<file path="src/rtl/residue_settings.svh">
`ifndef RESIDUE_SETTINGS_SVH
`define RESIDUE_SETTINGS_SVH

// operand layout, 33 six-bit digits under a 2-bit top digit
`define OPERAND_W   200
`define DIGIT_W     6
`define DIGIT_COUNT 33
`define TOP_W       2

// modulus and residue width
`define MODULUS     461
`define RESIDUE_W   9

`endif

</file>
<file path="src/rtl/operand_pkg.sv">
`include "residue_settings.svh"

package operand_pkg;

  typedef logic [`DIGIT_W-1:0] digit_t;

  // digits[0] holds the least significant bits
  typedef struct packed {
    logic [`TOP_W-1:0]         top;
    digit_t [`DIGIT_COUNT-1:0] digits;
  } operand_digits_t;

  // same 200 bits, seen flat or split into digits
  typedef union packed {
    logic [`OPERAND_W-1:0] flat;
    operand_digits_t       view;
  } operand_t;

endpackage

</file>
<file path="src/rtl/residue_pkg.sv">
`include "residue_settings.svh"

package residue_pkg;

  // value below the modulus
  typedef logic [`RESIDUE_W-1:0] residue_t;

  // width of the last tree level
  typedef logic [`RESIDUE_W+3:0] half_sum_t;

  // 2^(6k) mod 461, built one digit step at a time
  function automatic int unsigned digit_weight(input int unsigned index);
    int unsigned w;
    int unsigned k;
    w = 1;
    for (k = 0; k < index; k++)
    begin
      w = (w << `DIGIT_W) % `MODULUS;
    end
    return w;
  endfunction

endpackage

</file>
<file path="src/rtl/digit_weight_lut.sv">
`include "residue_settings.svh"

module digit_weight_lut #(
  parameter int DIGIT_INDEX = 1
) (
  input  logic [`DIGIT_W-1:0]  digit,
  output residue_pkg::residue_t weighted
);

  localparam int unsigned WEIGHT = residue_pkg::digit_weight(DIGIT_INDEX);
  localparam int unsigned ENTRIES = 2 ** `DIGIT_W;

  typedef logic [ENTRIES-1:0][`RESIDUE_W-1:0] table_t;

  // entry d holds d * weight mod 461
  function automatic table_t build_table();
    table_t      t;
    int unsigned d;
    for (d = 0; d < ENTRIES; d++)
    begin
      t[d] = `RESIDUE_W'((d * WEIGHT) % `MODULUS);
    end
    return t;
  endfunction

  localparam table_t TABLE = build_table();

  // top digit uses only the first four entries
  assign weighted = TABLE[digit];

endmodule

</file>
<file path="src/rtl/digit_sum_tree.sv">
`include "residue_settings.svh"

module digit_sum_tree (
  input  logic                   clk,
  input  logic                   rst,
  input  logic                   in_valid,
  input  operand_pkg::operand_t  operand,
  output residue_pkg::half_sum_t sum_lo,
  output residue_pkg::half_sum_t sum_hi,
  output logic                   sum_valid
);

  localparam int GROUPS = `DIGIT_COUNT / 3;

  // index 1 to 32 are full digits, 33 is the top digit
  residue_pkg::residue_t weighted [1:`DIGIT_COUNT];

  logic [10:0] group_sum [0:GROUPS-1];
  logic [11:0] quad_sum [0:3];

  residue_pkg::half_sum_t half_lo;
  residue_pkg::half_sum_t half_hi;

  genvar gd;
  genvar gg;

  generate
    for (gd = 1; gd <= `DIGIT_COUNT; gd++)
    begin : g_digit
      logic [`DIGIT_W-1:0] digit;

      if (gd < `DIGIT_COUNT)
      begin : g_full
        assign digit = operand.view.digits[gd];
      end
      else
      begin : g_top
        assign digit = {{(`DIGIT_W-`TOP_W){1'b0}}, operand.view.top};
      end

      digit_weight_lut #(
        .DIGIT_INDEX(gd)
      ) u_lut (
        .digit   (digit),
        .weighted(weighted[gd])
      );
    end
  endgenerate

  // first level, three tables per sum
  generate
    for (gg = 0; gg < GROUPS; gg++)
    begin : g_group
      assign group_sum[gg] = 11'(weighted[3*gg+1])
                           + 11'(weighted[3*gg+2])
                           + 11'(weighted[3*gg+3]);
    end
  endgenerate

  // second level, digit 0 rides in the last group
  assign quad_sum[0] = 12'(group_sum[0]) + 12'(group_sum[1]) + 12'(group_sum[2]);
  assign quad_sum[1] = 12'(group_sum[3]) + 12'(group_sum[4]) + 12'(group_sum[5]);
  assign quad_sum[2] = 12'(group_sum[6]) + 12'(group_sum[7]) + 12'(group_sum[8]);
  assign quad_sum[3] = 12'(group_sum[9]) + 12'(group_sum[10])
                     + 12'(operand.view.digits[0]);

  assign half_lo = 13'(quad_sum[0]) + 13'(quad_sum[1]);
  assign half_hi = 13'(quad_sum[2]) + 13'(quad_sum[3]);

  always_ff @(posedge clk)
  begin
    if (rst)
      sum_valid <= 1'b0;
    else
      sum_valid <= in_valid;
  end

  // half sums only load with a valid operand
  always_ff @(posedge clk)
  begin
    if (in_valid)
    begin
      sum_lo <= half_lo;
      sum_hi <= half_hi;
    end
  end

endmodule

</file>
<file path="src/rtl/residue_fold.sv">
`include "residue_settings.svh"

module residue_fold (
  input  logic                   clk,
  input  logic                   rst,
  input  logic                   sum_valid,
  input  residue_pkg::half_sum_t sum_lo,
  input  residue_pkg::half_sum_t sum_hi,
  output logic                   out_valid,
  output residue_pkg::residue_t  residue
);

  // 512 mod 461
  localparam int FOLD_K = (1 << `RESIDUE_W) - `MODULUS;
  localparam logic [9:0] MOD_10 = 10'(`MODULUS);

  // each folded half is at most 511 + 15 * 51 = 1276
  logic [10:0] fold_lo;
  logic [10:0] fold_hi;
  logic [11:0] fold_1;
  logic [9:0]  fold_2;

  residue_pkg::residue_t corrected;

  assign fold_lo = 11'(sum_lo[`RESIDUE_W-1:0])
                 + 11'(sum_lo[12:`RESIDUE_W]) * 11'(FOLD_K);
  assign fold_hi = 11'(sum_hi[`RESIDUE_W-1:0])
                 + 11'(sum_hi[12:`RESIDUE_W]) * 11'(FOLD_K);

  assign fold_1 = 12'(fold_lo) + 12'(fold_hi);

  // second fold lands at most at 511 + 7 * 51 = 868
  assign fold_2 = 10'(fold_1[`RESIDUE_W-1:0])
                + 10'(fold_1[11:`RESIDUE_W]) * 10'(FOLD_K);

  // one subtraction is enough below 922
  always_comb
  begin
    if (fold_2 >= MOD_10)
      corrected = residue_pkg::residue_t'(fold_2 - MOD_10);
    else
      corrected = fold_2[`RESIDUE_W-1:0];
  end

  always_ff @(posedge clk)
  begin
    if (rst)
      out_valid <= 1'b0;
    else
      out_valid <= sum_valid;
  end

  always_ff @(posedge clk)
  begin
    if (sum_valid)
      residue <= corrected;
  end

endmodule

</file>
<file path="src/rtl/residue_461_top.sv">
`include "residue_settings.svh"

module residue_461_top (
  input  logic                  clk,
  input  logic                  rst,
  input  logic                  in_valid,
  input  logic [`OPERAND_W-1:0] operand,
  output logic                  out_valid,
  output residue_pkg::residue_t residue
);

  operand_pkg::operand_t  operand_u;
  residue_pkg::half_sum_t sum_lo;
  residue_pkg::half_sum_t sum_hi;
  logic                   sum_valid;

  // flat port word into the digit view
  assign operand_u.flat = operand;

  // stage 1, tables and adder tree
  digit_sum_tree u_sum_tree (
    .clk      (clk),
    .rst      (rst),
    .in_valid (in_valid),
    .operand  (operand_u),
    .sum_lo   (sum_lo),
    .sum_hi   (sum_hi),
    .sum_valid(sum_valid)
  );

  // stage 2, fold and correct
  residue_fold u_fold (
    .clk      (clk),
    .rst      (rst),
    .sum_valid(sum_valid),
    .sum_lo   (sum_lo),
    .sum_hi   (sum_hi),
    .out_valid(out_valid),
    .residue  (residue)
  );

endmodule

</file>
<file path="config.mk">
export PLATFORM = sky130hd
export DESIGN_NAME = residue_461_top
export DESIGN_NICKNAME = d
export VERILOG_FILES = /design/src/rtl/operand_pkg.sv /design/src/rtl/residue_pkg.sv /design/src/rtl/digit_weight_lut.sv /design/src/rtl/digit_sum_tree.sv /design/src/rtl/residue_fold.sv /design/src/rtl/residue_461_top.sv
export VERILOG_INCLUDE_DIRS = /design/src /design/src/rtl
export SDC_FILE = /design/constraint.sdc
export NUM_CORES = 2
export LEC_CHECK = 0
export BUFFER_PORTS_ARGS = -buffer_cell sky130_fd_sc_hd__buf_2
export CORE_MARGIN = 3
export CORE_UTILIZATION = 50
export DETAILED_ROUTE_END_ITERATION = 16
export PLACE_DENSITY = 0.67
export SYNTH_ARGS = -nofsm -noshare
export SYNTH_HDL_FRONTEND = slang
export SYNTH_SLANG_ARGS = --single-unit
</file>
<file path="constraint.sdc">
create_clock -name clk -period 8.3 [get_ports clk]
set_input_delay 0.415 -clock clk [delete_from_list [all_inputs] [get_ports clk]]
set_output_delay 0.415 -clock clk [all_outputs]
set_load 0.01 [all_outputs]
</file>
After elaboration in Yosys (flattened, before gate mapping)
Memory sizes are Yosys's and may differ from the RTL's. Cells that the tools add are included.

Multiplexer cells: 35. Add/subtract/negate cells: 37. Bitwise gates (word level): 0. Order comparisons: 34. Shift operators: 0. Div/mod/pow operators: 0. Multiply operators: 3. Equality and inequality tests: 0. Reductions and logical operators: 0.

Operator list (count): $mux W9 (34); $lt A6 B7 Y1 const B (32); $add A11 B9 Y11 (11); $add A9 B9 Y10 (12); $add A11 B11 Y12 (5); $add A12 B11 Y12 (3); $add A12 B12 Y13 (2); $add A9 B10 Y11 (2); $mul A4 B6 Y10 const B (2); $bmux W9 S2 (1); $add A12 B6 Y12 (1); $ge A10 B9 Y1 const B (1); $mul A3 B6 Y9 const B (1); $sub A9 B9 Y9 const B (1); $lt A2 B7 Y1 const B (1).

ROM bits: 18432. Bits in registers: 37. Bits in writable memories: 0. Bits in latches: 0. Output and inout port bits: 10. Memories kept: 32. Word-level logic and storage cells: 146. Input bits: 203.

Memory list: (name not given) (depth 64, bits a word 9, rd ports 1, clocked after Yosys merged registers in 0, write ports 0, RTL line digit_weight_lut.sv:29) `assign weighted = TABLE[digit];`; (name not given) (depth 64, bits a word 9, rd ports 1, clocked after Yosys merged registers in 0, write ports 0, RTL line digit_weight_lut.sv:29); (name not given) (depth 64, bits a word 9, rd ports 1, clocked after Yosys merged registers in 0, write ports 0, RTL line digit_weight_lut.sv:29); (name not given) (depth 64, bits a word 9, rd ports 1, clocked after Yosys merged registers in 0, write ports 0, RTL line digit_weight_lut.sv:29); (name not given) (depth 64, bits a word 9, rd ports 1, clocked after Yosys merged registers in 0, write ports 0, RTL line digit_weight_lut.sv:29); (name not given) (depth 64, bits a word 9, rd ports 1, clocked after Yosys merged registers in 0, write ports 0, RTL line digit_weight_lut.sv:29); 26 more memories.

Longest topological paths before layout
Word-level depth: 7. Depth in mapped cells: 37. Mapped depth without buffers: 36.

Modules after synthesis
From an unflattened synthesis, not the netlist that was laid out.

Cells, all modules: 5618. Area total of the unflattened synthesis: 43057.5 um2.

By module, submodules not included: digit_sum_tree (seq. area each 800.8 um2, cells each 707, area each 8339.2 um2, times used 1); residue_fold (seq. area each 290.3 um2, cells each 268, area each 2581.2 um2, times used 1); digit_weight_lut at u_sum_tree.g_digit[7].u_lut (seq. area each 0.0 um2, cells each 165, area each 1217.4 um2, times used 1); digit_weight_lut at u_sum_tree.g_digit[9].u_lut (seq. area each 0.0 um2, cells each 169, area each 1168.6 um2, times used 1); digit_weight_lut at u_sum_tree.g_digit[13].u_lut (seq. area each 0.0 um2, cells each 169, area each 1167.4 um2, times used 1); digit_weight_lut at u_sum_tree.g_digit[11].u_lut (seq. area each 0.0 um2, cells each 172, area each 1154.9 um2, times used 1); digit_weight_lut at u_sum_tree.g_digit[28].u_lut (seq. area each 0.0 um2, cells each 163, area each 1147.4 um2, times used 1); digit_weight_lut at u_sum_tree.g_digit[17].u_lut (seq. area each 0.0 um2, cells each 150, area each 1138.6 um2, times used 1); digit_weight_lut at u_sum_tree.g_digit[24].u_lut (seq. area each 0.0 um2, cells each 167, area each 1133.6 um2, times used 1); digit_weight_lut at u_sum_tree.g_digit[31].u_lut (seq. area each 0.0 um2, cells each 160, area each 1133.6 um2, times used 1); digit_weight_lut at u_sum_tree.g_digit[4].u_lut (seq. area each 0.0 um2, cells each 161, area each 1131.1 um2, times used 1); digit_weight_lut at u_sum_tree.g_digit[32].u_lut (seq. area each 0.0 um2, cells each 156, area each 1107.3 um2, times used 1); digit_weight_lut at u_sum_tree.g_digit[29].u_lut (seq. area each 0.0 um2, cells each 151, area each 1091.0 um2, times used 1); digit_weight_lut at u_sum_tree.g_digit[2].u_lut (seq. area each 0.0 um2, cells each 171, area each 1082.3 um2, times used 1); 21 more rows.

Least setup slack after synthesis
No wires, ideal clock.

Kind: flip-flop to flip-flop. Start point: register u_sum_tree.sum_lo[9]. End point: register u_fold.residue[1], data pin. Arrival time: 6.933 ns. Required time: 8.040 ns. Cell stages (with the launch flop): 26. Path slack: 1.107 ns. Period minus slack after synthesis: 7.193 ns. Path buffers: 1. Setup time: 0.260 ns. Path through: edfxtp_1 > fa_1 > inv_1 > fa_1 > inv_1 > fa_1 > fa_1 > inv_1 > fa_1 > inv_1 > ha_1 > nor2b_1 > o21a_1 > o41ai_1 > xnor2_1 > ha_1 > ha_1 > ha_1 > fa_1 > a21o_1 > a221oi_2 > xnor2_1 > and3_1 > buf_6 > a21o_4 > mux2_4.

Cells in the longest elaborated chain, start to end: 7. Elaborated cells on any way between the ends: 8. Those cells by class: add/sub (4); mul (2); order compare (1); mux (1).

RTL lines: start: declaration (RTL line digit_sum_tree.sv:8) `output residue_pkg::half_sum_t sum_lo,`; start signal: assignment (RTL line digit_sum_tree.sv:83) `sum_lo <= half_lo;`; $mul A4 B6 Y10 (*) (RTL line residue_fold.sv:26) `` + 11'(sum_lo[12:`RESIDUE_W]) * 11'(FOLD_K); ``; $add A9 B10 Y11 (*) (RTL line residue_fold.sv:25) `` assign fold_lo = 11'(sum_lo[`RESIDUE_W-1:0]) ``; $add A11 B11 Y12 (*) (RTL line residue_fold.sv:30) `assign fold_1 = 12'(fold_lo) + 12'(fold_hi);`; $mul A3 B6 Y9 (RTL line residue_fold.sv:34) `` + 10'(fold_1[11:`RESIDUE_W]) * 10'(FOLD_K); ``; $add A9 B9 Y10 (*) (RTL line residue_fold.sv:33) `` assign fold_2 = 10'(fold_1[`RESIDUE_W-1:0]) ``; $sub A9 B9 Y9 or $ge A10 B9 Y1 (tied branches) (RTL line residue_fold.sv:40, residue_fold.sv:39); $mux W9 (*) (RTL line residue_fold.sv:39) `if (fold_2 >= MOD_10)`; net u_fold.corrected[1] (RTL line residue_fold.sv:23) `residue_pkg::residue_t corrected;`; end signal: assignment (RTL line residue_fold.sv:56) `residue <= corrected;`; end: declaration (RTL line residue_fold.sv:10) `output residue_pkg::residue_t residue`.

The timed path passes the listed nets; every way through them passes the cells marked *. A chain may end at the register's enable or synchronous reset.

Worst setup path in the final report
Ends and elaborated chain as after synthesis.

==> flow_summary_export.csv <==
group,metric,value,unit
layout,design.final.nets,6891,
run_status,status,"finished clean",
layout,finish.instance_area,0.04257,mm2
logic_synthesis,yosys.area_share.xor_xnor,0.06287,
timing,rel_slew_slack,0.3981,
routing,detailroute.via_count,43830,
clock_tree,cts_root_buf,"clkbuf_16",
logic_synthesis,synthDistinctLibCells,86,
die,coreArea,0.08237,mm2
logic_synthesis,yosys-mux-area-fraction,0.06587,
timing,fin_setup_tns,0,ps
timing,final-max-slew-violation-count,0,
routing,antenna_violating_nets_post_route,0,
clock_tree,clock_sinks,37,
critical_path,cp-start-kind,"flip-flop",
clock_tree,tritoncts,"built",
logic_synthesis,dominantRegCellSynth,"edfxtp_1",
logic_synthesis,synth.yosys.seq_area_share,0.02619,
logic_synthesis,post_synth_fa_ha_maj_area_fraction,0.2158,
die,die-area,0.08681,mm2
routing,remaining_drc_errors,0,
logic_synthesis,netlist_instances,6265,
timing,fin_crit_sh,0.9317,
place,place.port_buffers,212,
routing,drt_wl_total,115400,um
global_route,grt_pass1_vias,38310,
critical_path,critPathRequiredTime,8340,ps
clock_tree,postCtsResizedCells,0,
logic_synthesis,synth-compound-area-share,0.3433,
die,die_x,294.6,um
critical_path,critPathCaptureType,"flip-flop",
hold_path,holdCritPathClass,"in2reg",
clock_tree,cts_hold_buffers,0,
timing,holdWs,340.5,ps
logic_synthesis,post_synth_edffs,35,
place,gp_congestion,0.9240,
logic_synthesis,post_synthesis_area_per_instance,6.649,um2
die,placement_row_count,105,
place,place_hpwl,89360,um
die,pin_count,213,
timing,rsz_0062_raised_after_global_routing,"no",
routing,post_drt_via_cell_ratio,6.163,
clock_tree,post_cts_buffers,0,
timing,period_needed,7733,ps
timing,timing_hold_violations_final,0,
global_route,grt_use_total,0.2526,
routing,initialDrtViolationCount,3880,
global_route,wire_length_of_the_first_global_routing_pass,190600,um
global_route,antenna_found_initial,21,
logic_synthesis,synth_simple_gate_area_share,0.2077,
timing,maxClockFrequency,0.1293,GHz
logic_synthesis,synth_fp_nets,7127,
critical_path,critical_path.max_fanout,8,
clock_tree,cts-root-to-sink-buffers,2,
global_route,overflow,0,
logic_synthesis,yosys_warnings,0,
logic_synthesis,combinational_family_with_the_most_area_after_synthesis,"compound AO/OA/AOI/OAI gates",
global_route,grt_max_degree,58,
clock_tree,cts_inserted_buffers,5,
critical_path,critical_path_class,"reg2reg",
clock_tree,cts.reportedPaths.clkPinSlew,60,ps
logic_synthesis,ff_latch_count_synth,37,
clock_tree,insertion_delay,290,ps
timing,worst-slew-pin-transition,902.8,ps
die,start_util,0.5057,
flow_run,cap_viol_max_count,0,
layout,fill_cells,8286,
routing,wl_per_cell,16.23,um
layout,finalCoreUtilization,0.5169,
timing,fin_worst_skew,3.401,ps
critical_path,cp_data_arrival_time,7770,ps
place,postPlaceCellArea,0.04240,mm2
layout,layout-drive-gt1-share,0.06833,
logic_synthesis,fraction_of_registers_with_async_set_reset,0,
layout,synthToLayoutAreaGrowth,2.205,%
timing,final_setup_violation_count,0,
clock_tree,clock_tree.htree_level_count,2,
logic_synthesis,synthesized_area,0.04166,mm2
routing,first_pass_iteration_count_of_the_detailed_router,8,
die,die_height,294.6,um
state kept, by name, summed over array words and instances, names as in the netlist:
signal,count
u_fold.residue,9
u_sum_tree.sum_lo,13
u_sum_tree.sum_hi,13
u_sum_tree.sum_valid,1
u_fold.out_valid,1
worst max-delay path: stages (launching register included):
cell and delay (ps):
edfxtp_1 490, fa_1 570, inv_1 50, fa_1 490
inv_1 50, fa_1 500, fa_1 510, inv_1 50
fa_1 470, inv_1 40, ha_1 320, nor2b_1 150
o21a_1 190, o41ai_1 400, xnor2_1 200, ha_1 360
ha_1 290, ha_1 230, fa_1 520, a21o_1 220
a221oi_2 240, xnor2_1 250, and3_1 410, a21o_4 200
mux2_4 290
kinds of logic after synthesis:
logic type      after synthesis
compound gates             2313
xor+xnor                    299
fa+ha+maj                   662
buf+inv                     860
flops                        37
mux                         185
simple gates               1909
cell type report:
type / instances / area [um2] / area share
Tap cell: 1070 / 1339 / 0.03145
Sequential cell: 37 / 1091 / 0.02563
Antenna cell: 11 / 27.53 / 0.0006465
Timing Repair Buffer: 235 / 1234 / 0.02898
Clock inverter: 3 / 21.27 / 0.0004996
Inverter: 382 / 1434 / 0.03368
Clock buffer: 5 / 125.1 / 0.002939
Multi-Input combinational cell: 5368 / 37300 / 0.8762
per-stage QoR:
stage                     instances  setup slack (ps)
final                          7111             566.6
after detailed placement       7092             563.6
after global placement         7092             630.2
after global routing           7104             167.9
after floorplan                6265              1107
after CTS                      7100             573.9
layout by cell type, fill, tap and decap left out, drive strengths merged, types with 42 or more instances in the layout:
| cell type | Yosys | final |
|---|---|---|
| fa | 95 | 95 |
| a311oi | 50 | 50 |
| o21a | 46 | 46 |
| mux4 | 68 | 68 |
| inv | 365 | 366 |
| xnor2 | 188 | 188 |
| nor2b | 106 | 106 |
| or2 | 42 | 42 |
| o22ai | 49 | 49 |
| o311ai | 43 | 43 |
| o211ai | 141 | 141 |
| buf | 88 | 235 |
| nand2 | 608 | 608 |
| nor2 | 638 | 638 |
| o21ai | 698 | 698 |
| nand2b | 137 | 137 |
| mux2i | 87 | 87 |
| o31ai | 48 | 48 |
| a31oi | 93 | 93 |
| a21oi | 642 | 642 |
| nand3 | 89 | 89 |
| a211oi | 162 | 162 |
| ha | 564 | 564 |
| a21o | 90 | 90 |
| nor3 | 136 | 136 |
| xor2 | 111 | 111 |
synthesized netlist by cell type (all sizes together), types with 13 or more instances:
cell    instances  area share
clkinv         17      0.0015
mux2           30      0.0082
a221oi         30      0.0065
fa             95       0.046
o311ai         43      0.0090
inv           365       0.033
nor2          638       0.057
or4            15      0.0027
a21boi         20      0.0036
o21ai         698       0.084
mux4           68       0.037
a21o           90       0.016
a211o          19      0.0040
o21bai         21      0.0038
buf            88      0.0087
o211ai        141       0.025
ha            564        0.17
xnor2         188       0.040
or3            27      0.0041
o311a          17      0.0041
o221ai         16      0.0034
a311oi         50       0.011
a211oi        162       0.029
nand2b        137       0.021
nor3          136       0.016
nand3          89       0.011
a21oi         642       0.077
o22ai          49      0.0074
o21a           46      0.0083
nor3b          28      0.0052
and2           13      0.0020
nor2b         106       0.016
nand3b         19      0.0034
or2            42      0.0063
mux2i          87       0.021
and3           27      0.0041
xor2          111       0.023
a31oi          93       0.014
nand2         608       0.055
clkbuf        390       0.035
edfxtp         35       0.025
o31ai          48      0.0087
layer usage:
layer | track usage | part of all wire | vias to the layer above
li1 | - | - | 22250
met1 | 0.3599 | 0.46 | 20190
met2 | 0.4172 | 0.46 | 1204
met3 | 0.02140 | 0.051 | 160
met4 | 0.04990 | 0.019 | 18
met5 | 0 | 0.00098 | -
path summary, 6_finish.rpt:
check | slack, ps | to | start | cells past startpoint
setup / recovery | 570 | u_fold.residue[1]$_DFFE_PP_ | u_sum_tree.sum_lo[9]$_DFFE_PP_ | 24
hold / removal | 340 | u_sum_tree.sum_valid$_SDFF_PP0_ | rst | 2
setup reg to reg | 570 | u_fold.residue[1]$_DFFE_PP_ | u_sum_tree.sum_lo[9]$_DFFE_PP_ | 24
hold reg to reg | 630 | u_fold.residue[5]$_DFFE_PP_ | u_sum_tree.sum_valid$_SDFF_PP0_ | 0
Power is left out: the tool's default activity adds up to more than one toggle a clock period on the data nets, which glitch-free logic cannot reach.
